--- src/design/frame_writer_pkg.sv ---
`default_nettype none

package frame_writer_pkg;

    // input video bus
    localparam int pixel_width     = 24;
    localparam int pixels_per_word = 4;
    localparam int pixel_bus_width = pixel_width * pixels_per_word;
    // each word leaves as two beats of this many pixel bits
    localparam int half_width      = pixel_bus_width / 2;

    typedef logic [pixel_bus_width-1:0] pixel_bus_t;
    // tag in bit 0, pixels above it
    typedef logic [pixel_bus_width:0]   pixel_word_t;

    typedef logic [31:0] axi_addr_t;
    typedef logic [63:0] axi_data_t;
    typedef logic [1:0]  axi_resp_t;

    // burst shape, awlen is burst_beats - 1
    localparam int burst_beats     = 8;
    localparam int words_per_burst = 4;

    // triple buffering, one buffer per bank
    localparam int bank_shift  = 27;
    localparam int num_buffers = 3;

    typedef logic [1:0] buf_idx_t;

    localparam axi_resp_t resp_okay = 2'b00;

    // write channel order is data, then address, then response
    typedef enum logic [1:0] {
        idle,
        data,
        addr,
        resp
    } write_state_t;

endpackage

`default_nettype wire

--- src/design/burst_writer.sv ---
`default_nettype none

module burst_writer (
    input  logic                          aclk,
    input  logic                          rstn,
    input  logic                          burst_ready,
    input  frame_writer_pkg::pixel_word_t word,
    input  logic                          wready,
    input  logic                          awready,
    input  logic                          bvalid,
    input  frame_writer_pkg::axi_resp_t   bresp,
    output logic                          pop,
    output logic                          frame_start_pop,
    output logic                          wvalid,
    output logic                          wlast,
    output logic                          awvalid,
    output logic                          aw_accept,
    output logic                          bready,
    output logic                          write_err,
    output frame_writer_pkg::axi_data_t   wdata
);

    localparam int half  = frame_writer_pkg::half_width;
    localparam int cnt_w = $clog2(frame_writer_pkg::burst_beats);

    frame_writer_pkg::write_state_t state;

    logic [half-1:0]  hi_q;
    logic             hi_beat;
    logic [cnt_w-1:0] beat_cnt;
    logic             w_accept;
    logic             b_accept;

    assign w_accept  = wvalid & wready;
    assign b_accept  = bvalid & bready;
    assign aw_accept = awvalid & awready;

    assign awvalid = (state == frame_writer_pkg::addr);
    assign bready  = (state == frame_writer_pkg::resp);

    // next word only once both beats of the last one are gone
    assign pop             = (state == frame_writer_pkg::data) & ~wvalid;
    assign frame_start_pop = pop & word[0];

    assign wlast = (beat_cnt == cnt_w'(frame_writer_pkg::burst_beats - 1));

    always_ff @(posedge aclk) begin
        if (!rstn) begin
            state     <= frame_writer_pkg::idle;
            write_err <= 1'b0;
        end else begin
            write_err <= 1'b0;
            case (state)
                frame_writer_pkg::idle: begin
                    if (burst_ready) begin
                        state <= frame_writer_pkg::data;
                    end
                end
                frame_writer_pkg::data: begin
                    if (w_accept & wlast) begin
                        state <= frame_writer_pkg::addr;
                    end
                end
                frame_writer_pkg::addr: begin
                    if (aw_accept) begin
                        state <= frame_writer_pkg::resp;
                    end
                end
                frame_writer_pkg::resp: begin
                    if (b_accept) begin
                        // bad response is flagged, the burst is not retried
                        write_err <= (bresp != frame_writer_pkg::resp_okay);
                        state     <= frame_writer_pkg::idle;
                    end
                end
                default: begin
                    state <= frame_writer_pkg::idle;
                end
            endcase
        end
    end

    // beat packing
    always_ff @(posedge aclk) begin
        if (pop) begin
            wdata <= frame_writer_pkg::axi_data_t'({word[0], word[half:1]});
            hi_q  <= word[2*half:half+1];
        end else if (w_accept & ~hi_beat) begin
            wdata <= frame_writer_pkg::axi_data_t'(hi_q);
        end
    end

    always_ff @(posedge aclk) begin
        if (!rstn) begin
            wvalid  <= 1'b0;
            hi_beat <= 1'b0;
        end else if (pop) begin
            wvalid  <= 1'b1;
            hi_beat <= 1'b0;
        end else if (w_accept) begin
            if (hi_beat) begin
                wvalid <= 1'b0;
            end
            hi_beat <= 1'b1;
        end
    end

    // accepted beats in this burst
    always_ff @(posedge aclk) begin
        if (!rstn) begin
            beat_cnt <= '0;
        end else if (state != frame_writer_pkg::data) begin
            beat_cnt <= '0;
        end else if (w_accept) begin
            beat_cnt <= beat_cnt + 1'b1;
        end
    end

endmodule

`default_nettype wire

--- src/design/frame_buffer_addr.sv ---
`default_nettype none

module frame_buffer_addr #(
    parameter int addr_width = 32
) (
    input  logic                        aclk,
    input  logic                        rstn,
    input  logic                        frame_start_pop,
    input  logic                        aw_accept,
    output frame_writer_pkg::axi_addr_t awaddr
);

    localparam int idx_last = frame_writer_pkg::num_buffers - 1;

    frame_writer_pkg::buf_idx_t buf_idx;
    frame_writer_pkg::buf_idx_t next_idx;

    logic [addr_width-1:0] addr_q;
    logic [addr_width-1:0] next_base;

    // 0 -> 1 -> 2 -> 0
    assign next_idx = (buf_idx == frame_writer_pkg::buf_idx_t'(idx_last)) ?
                      '0 : buf_idx + 1'b1;

    // buffer index selects the bank
    assign next_base = addr_width'(next_idx) << frame_writer_pkg::bank_shift;

    assign awaddr = frame_writer_pkg::axi_addr_t'(addr_q);

    always_ff @(posedge aclk) begin
        if (!rstn) begin
            buf_idx <= '0;
            addr_q  <= '0;
        end else if (frame_start_pop) begin
            // new frame always moves to the next buffer
            buf_idx <= next_idx;
            addr_q  <= next_base;
        end else if (aw_accept) begin
            addr_q <= addr_q + addr_width'(frame_writer_pkg::burst_beats);
        end
    end

endmodule

`default_nettype wire

--- src/design/frame_writer_top.sv ---
`default_nettype none

module frame_writer_top #(
    parameter int fifo_depth = 16,
    parameter int addr_width = 32
) (
    input  logic                         aclk,
    input  logic                         rstn,
    input  logic                         ivs,
    input  logic                         ide,
    input  frame_writer_pkg::pixel_bus_t pixels,
    output frame_writer_pkg::axi_addr_t  awaddr,
    output logic [3:0]                   awlen,
    output logic                         awvalid,
    input  logic                         awready,
    output frame_writer_pkg::axi_data_t  wdata,
    output logic                         wlast,
    output logic                         wvalid,
    input  logic                         wready,
    input  frame_writer_pkg::axi_resp_t  bresp,
    input  logic                         bvalid,
    output logic                         bready,
    output logic                         write_err,
    output logic                         overflow
);

    logic                          push;
    frame_writer_pkg::pixel_word_t push_word;
    logic                          pop;
    frame_writer_pkg::pixel_word_t fifo_dout;
    logic                          burst_ready;
    logic                          frame_start_pop;
    logic                          aw_accept;

    // fixed burst length
    assign awlen = 4'(frame_writer_pkg::burst_beats - 1);

    video_capture u_capture (
        .aclk   (aclk),
        .rstn   (rstn),
        .ivs    (ivs),
        .ide    (ide),
        .pixels (pixels),
        .push   (push),
        .word   (push_word)
    );

    pixel_fifo #(
        .depth (fifo_depth)
    ) u_fifo (
        .aclk        (aclk),
        .rstn        (rstn),
        .push        (push),
        .din         (push_word),
        .pop         (pop),
        .dout        (fifo_dout),
        .burst_ready (burst_ready),
        .overflow    (overflow)
    );

    burst_writer u_writer (
        .aclk            (aclk),
        .rstn            (rstn),
        .burst_ready     (burst_ready),
        .word            (fifo_dout),
        .wready          (wready),
        .awready         (awready),
        .bvalid          (bvalid),
        .bresp           (bresp),
        .pop             (pop),
        .frame_start_pop (frame_start_pop),
        .wvalid          (wvalid),
        .wlast           (wlast),
        .awvalid         (awvalid),
        .aw_accept       (aw_accept),
        .bready          (bready),
        .write_err       (write_err),
        .wdata           (wdata)
    );

    frame_buffer_addr #(
        .addr_width (addr_width)
    ) u_addr (
        .aclk            (aclk),
        .rstn            (rstn),
        .frame_start_pop (frame_start_pop),
        .aw_accept       (aw_accept),
        .awaddr          (awaddr)
    );

endmodule

`default_nettype wire

--- src/design/pixel_fifo.sv ---
`default_nettype none

module pixel_fifo #(
    parameter int depth = 16
) (
    input  logic                          aclk,
    input  logic                          rstn,
    input  logic                          push,
    input  frame_writer_pkg::pixel_word_t din,
    input  logic                          pop,
    output frame_writer_pkg::pixel_word_t dout,
    output logic                          burst_ready,
    output logic                          overflow
);

    localparam int ptr_w = $clog2(depth);

    frame_writer_pkg::pixel_word_t mem [depth];

    logic [ptr_w-1:0] wr_ptr;
    logic [ptr_w-1:0] rd_ptr;
    logic [ptr_w:0]   count;
    logic             full;
    logic             do_push;
    logic             do_pop;

    assign full    = (count == (ptr_w + 1)'(depth));
    assign do_push = push & ~full;
    assign do_pop  = pop & (count != '0);

    // show-ahead read
    assign dout = mem[rd_ptr];

    // enough words for one full burst
    assign burst_ready = (count >= (ptr_w + 1)'(frame_writer_pkg::words_per_burst));

    always_ff @(posedge aclk) begin
        if (do_push) begin
            mem[wr_ptr] <= din;
        end
    end

    always_ff @(posedge aclk) begin
        if (!rstn) begin
            wr_ptr   <= '0;
            rd_ptr   <= '0;
            count    <= '0;
            overflow <= 1'b0;
        end else begin
            // word lost while full
            overflow <= push & full;
            if (do_push) begin
                wr_ptr <= wr_ptr + 1'b1;
            end
            if (do_pop) begin
                rd_ptr <= rd_ptr + 1'b1;
            end
            case ({do_push, do_pop})
                2'b10:   count <= count + 1'b1;
                2'b01:   count <= count - 1'b1;
                default: count <= count;
            endcase
        end
    end

endmodule

`default_nettype wire

--- src/design/video_capture.sv ---
`default_nettype none

module video_capture (
    input  logic                      aclk,
    input  logic                      rstn,
    input  logic                      ivs,
    input  logic                      ide,
    input  frame_writer_pkg::pixel_bus_t  pixels,
    output logic                      push,
    output frame_writer_pkg::pixel_word_t word
);

    logic ivs_d;
    logic ide_d;
    logic armed;
    logic frame_start;

    // first active word after a vsync edge
    assign frame_start = ide & ~ide_d & armed;

    assign push = ide;
    assign word = {pixels, frame_start};

    always_ff @(posedge aclk) begin
        if (!rstn) begin
            ivs_d <= 1'b0;
            ide_d <= 1'b0;
            armed <= 1'b0;
        end else begin
            ivs_d <= ivs;
            ide_d <= ide;
            if (ivs & ~ivs_d) begin
                armed <= 1'b1;
            end
            // tag only once per frame
            if (frame_start) begin
                armed <= 1'b0;
            end
        end
    end

endmodule

`default_nettype wire

--- config.mk ---
export PLATFORM = sky130hd
export DESIGN_NAME = frame_writer_top
export DESIGN_NICKNAME = d
export VERILOG_FILES = /design/src/design/frame_writer_pkg.sv /design/src/design/burst_writer.sv /design/src/design/frame_buffer_addr.sv /design/src/design/frame_writer_top.sv /design/src/design/pixel_fifo.sv /design/src/design/video_capture.sv
export SDC_FILE = /design/constraint.sdc
export NUM_CORES = 1
export LEC_CHECK = 0
export BUFFER_PORTS_ARGS = -buffer_cell sky130_fd_sc_hd__buf_2
export CAP_MARGIN = 25
export CELL_PAD_IN_SITES_DETAIL_PLACEMENT = 1
export CELL_PAD_IN_SITES_GLOBAL_PLACEMENT = 2
export CORE_ASPECT_RATIO = 0.6
export CORE_UTILIZATION = 54
export DETAILED_ROUTE_END_ITERATION = 6
export GPL_TIMING_DRIVEN = 0
export PLACE_DENSITY = 0.84
export SYNTH_ARGS = -nofsm -noshare
export SYNTH_HDL_FRONTEND = slang
export SYNTH_SLANG_ARGS = --single-unit
--- constraint.sdc ---
create_clock -name aclk -period 18.9 [get_ports aclk]
set_input_delay 5.67 -clock aclk [delete_from_list [all_inputs] [get_ports aclk]]
set_output_delay 5.67 -clock aclk [all_outputs]
set_load 0.1 [all_outputs]
==> results.md <==
* Async SR Flop Fraction at 0%
* Placed cell count at 4683
* Post-route antenna net violation count at 0
* Seq cells post-synth at 1709
* Crit path kind: in2reg
* Hold_sp: u_writer.beat_cnt[1]
* DRC violations left at 0
* Req. time, crit path at 19.37 ns
* Post-synth top area share at 76.6%
* H-Tree Depth at 4
* VDD IR max at 0.107 mV
* Drt pass-1 iters at 5
* CTS Hold Bufs at 0
* Worst setup margin at 10.43 ns
* DR vias at 32000
* Vias per inst at 6.44
* Met1 Routed Length at 67000 um
* Area of the die at 121000 um^2
* Nets at 3378
* FF-to-FF path depth at 8
* FMAX at 118 MHz
* Critical path launch point type: primary input
* Vias in the first global route at 33143
* Met3 wire len at 15800 um
* Slew Limit Fails at 0
* Reg-to-Reg Start: u_fifo.count[1]
* Pin count of the biggest net entering global routing at 50
* Top routing layer in use: met5
* Top_reg_cell synth: edfxtp_1
* Clk_skew at 0.0300 ns
* Clock transition at the registers of the reported paths at 0.06 ns
* Clock Tree Buf Depth at 3
* CP arrival at 8.94 ns
* Hold endpoint: u_writer.beat_cnt[1]
* DRT iter0 DRCs at 4369
* Ports at 211
* Final Hold Fails at 0
* Synth area leaders: edfxtp_1 77%, mux4_2 17%, dfxtp_1 1.9%, nand2_1 0.99%, buf_4 0.42%
* Final Util at 63.5%
* GRT Residual Overflow at 0
* Port bufs at 188
* Clk_lat worst skew at 0.80 ns
* Die Height at 270 um
* Die width at 449 um
* Slew @ Worst Pin at 1.15 ns
* Synth unique cells at 52
* Initial antenna violation count at 27
* P_leak at 23.6 nW
* CTS-repair resized insts at 0
* First-pass GRT wire length at 245000 um
* Num CTS Buffers at 152
* Unrepaired setup endpoints after global routing: false
* Time the worst path needs with I/O delays and setup at 8.47 ns
* Fin crit share at 44.8%
* CP Capture Type: flip-flop
* Routability-driven placement congestion ratio at 0.789
* Seq/Total Area, Yosys at 78.4%
* Wirelength per Cell at 35.2 um
* Setup violators final at 0
* Dpl ws at 9.78 ns
* Synth area leader: edfxtp_1
* Core Footprint at 118000 um^2
* Hold Crit Class: reg2reg
* Status: complete, no violations
* TritonCTS clock tree: done
* Max Cap Violations at 0
* Placed cell area at 69900 um^2
* Power per Cell Area at 115 nW/um^2
* Layout cells sized above 1 at 32.6%
* Most frequent cell after synthesis: edfxtp_1
* Hold path depth at 2
* Mapped cell area at 64700 um^2
* Tot GR Track Use at 29.0%
* Final Non-Filler Cells at 4971
* Top cells by count, synth: 1649 x edfxtp_1, 482 x mux4_2, 171 x nand2_1
* Worst-path fanout max at 22
* Setup Fix Bufs, Post-CTS at 0
* Drt total wl at 175000 um
* Reg2reg setup slack at 14.63 ns
* Row count at 97
* Reg-to-reg endpoint: u_fifo.mem[5][85]
* Root buffer cell: clkbuf_16
* Synthesized instance count at 2769
* Sink Count at 1709
* Post-Syn Area per Cell at 23.4 um^2
* WHS at 0.498 ns
* Relative max-transition margin at 23.1%
* Yosys warnings at 0
* HPWL after DPL at 114000 um
* Initial core utilization at 54.9%
* Met2 wire len at 87500 um
* Post-synth EDFFs at 1649
* Final Cell Area at 74800 um^2
* Layout area overhead at 15.6%
-- layer usage --
| metal | up-vias | track usage [%] |
|---|---|---|
| met3 | 296 | 5.49 |
| met1 | 17217 | 39.8 |
| li1 | 12590 | - |
| met4 | 16 | 8.27 |
| met5 | - | 0 |
| met2 | 1881 | 48.1 |
-- how the worst max path moves through the flow --
stage | depth (start not counted) | endpoint | startpoint | slack (ns)
final | 8 | u_fifo.mem[5][85] | ide | 10.43
after detailed placement | 9 | u_fifo.mem[3][93] | ide | 9.78
after global placement | 5 | u_fifo.mem[1][6] | ide | -3.67
after floorplan | 4 | u_fifo.mem[3][0] | ide | 5.25
after CTS | 9 | u_fifo.mem[3][93] | ide | 10.57
after global routing | 13 | u_fifo.count[4] | ide | 10.38
-- flip-flops by register name (all words and copies together) (netlist names), 2 cells and up, named ones only --
register / count
u_addr.awaddr: 29
u_addr.buf_idx: 2
u_fifo.count: 5
u_fifo.mem: 1552
u_fifo.rd_ptr: 4
u_fifo.wr_ptr: 4
u_writer.beat_cnt: 3
u_writer.hi_q: 48
u_writer.state: 2
u_writer.wdata: 49
-- power breakdown --
group	internal, W	leakage [nW]	total (W)	switching [W]
clock	0.00167	2.32	0.00303	0.00137
combinational	0.000405	5.84	0.00123	0.000823
sequential	0.00430	15.4	0.00435	0.0000503
-- cells by family (layout without fill, tap and decap cells) --
logic type / Yosys count / in the layout / synth area share, %
adder cells (fa/ha/maj): 16 / 16 / 0.310
other: 2 / 35 / 0.0116
AND/OR/NAND/NOR: 306 / 306 / 2.05
buffers and inverters: 172 / 757 / 1.37
multiplexers: 489 / 489 / 16.9
flip-flops: 1709 / 1709 / 78.4
AO/OA/AOI/OAI: 39 / 39 / 0.449
XOR/XNOR: 36 / 36 / 0.488
-- cells in the final DEF, fill, tap and decap left out, types with 37 or more instances in the layout --
master     Yosys  final
buf_4         36     37
buf_2         30    218
nand2_1      171    171
edfxtp_1    1649   1649
clkinv_1       1     38
clkbuf_16      0    159
buf_12         0     45
nor2_1        69     57
clkbuf_1      70    101
mux4_2       482    482
buf_6          9     54
dfxtp_1       60     60
-- critical path, cell delays in order --
cell	delay, ns
buf_2	0.16
inv_1	0.08
a31oi_1	0.80
nand2_1	0.50
nor2_4	0.88
buf_12	0.31
buf_12	0.24
buf_12	0.23
-- metrics by stage --
step	power [W]	setup TNS, ns
after floorplan	0.00524	0
after global placement	0.00560	-1379.51
after detailed placement	0.00565	0
after CTS	0.00865	0
after global routing	0.00882	0
final	0.00861	0
-- final cells by class --
class | instances | area [um^2]
antenna | 13 | 32.5
buffer | 154 | 823
clock buffer | 194 | 4130
clock inverter | 77 | 634
fill | 9497 | 42900
inverter | 18 | 67.6
multi-input combinational | 908 | 13300
sequential | 1709 | 50700
tap | 1584 | 1980
timing repair buffer | 314 | 3120
(Power assumes the default switching activity.)
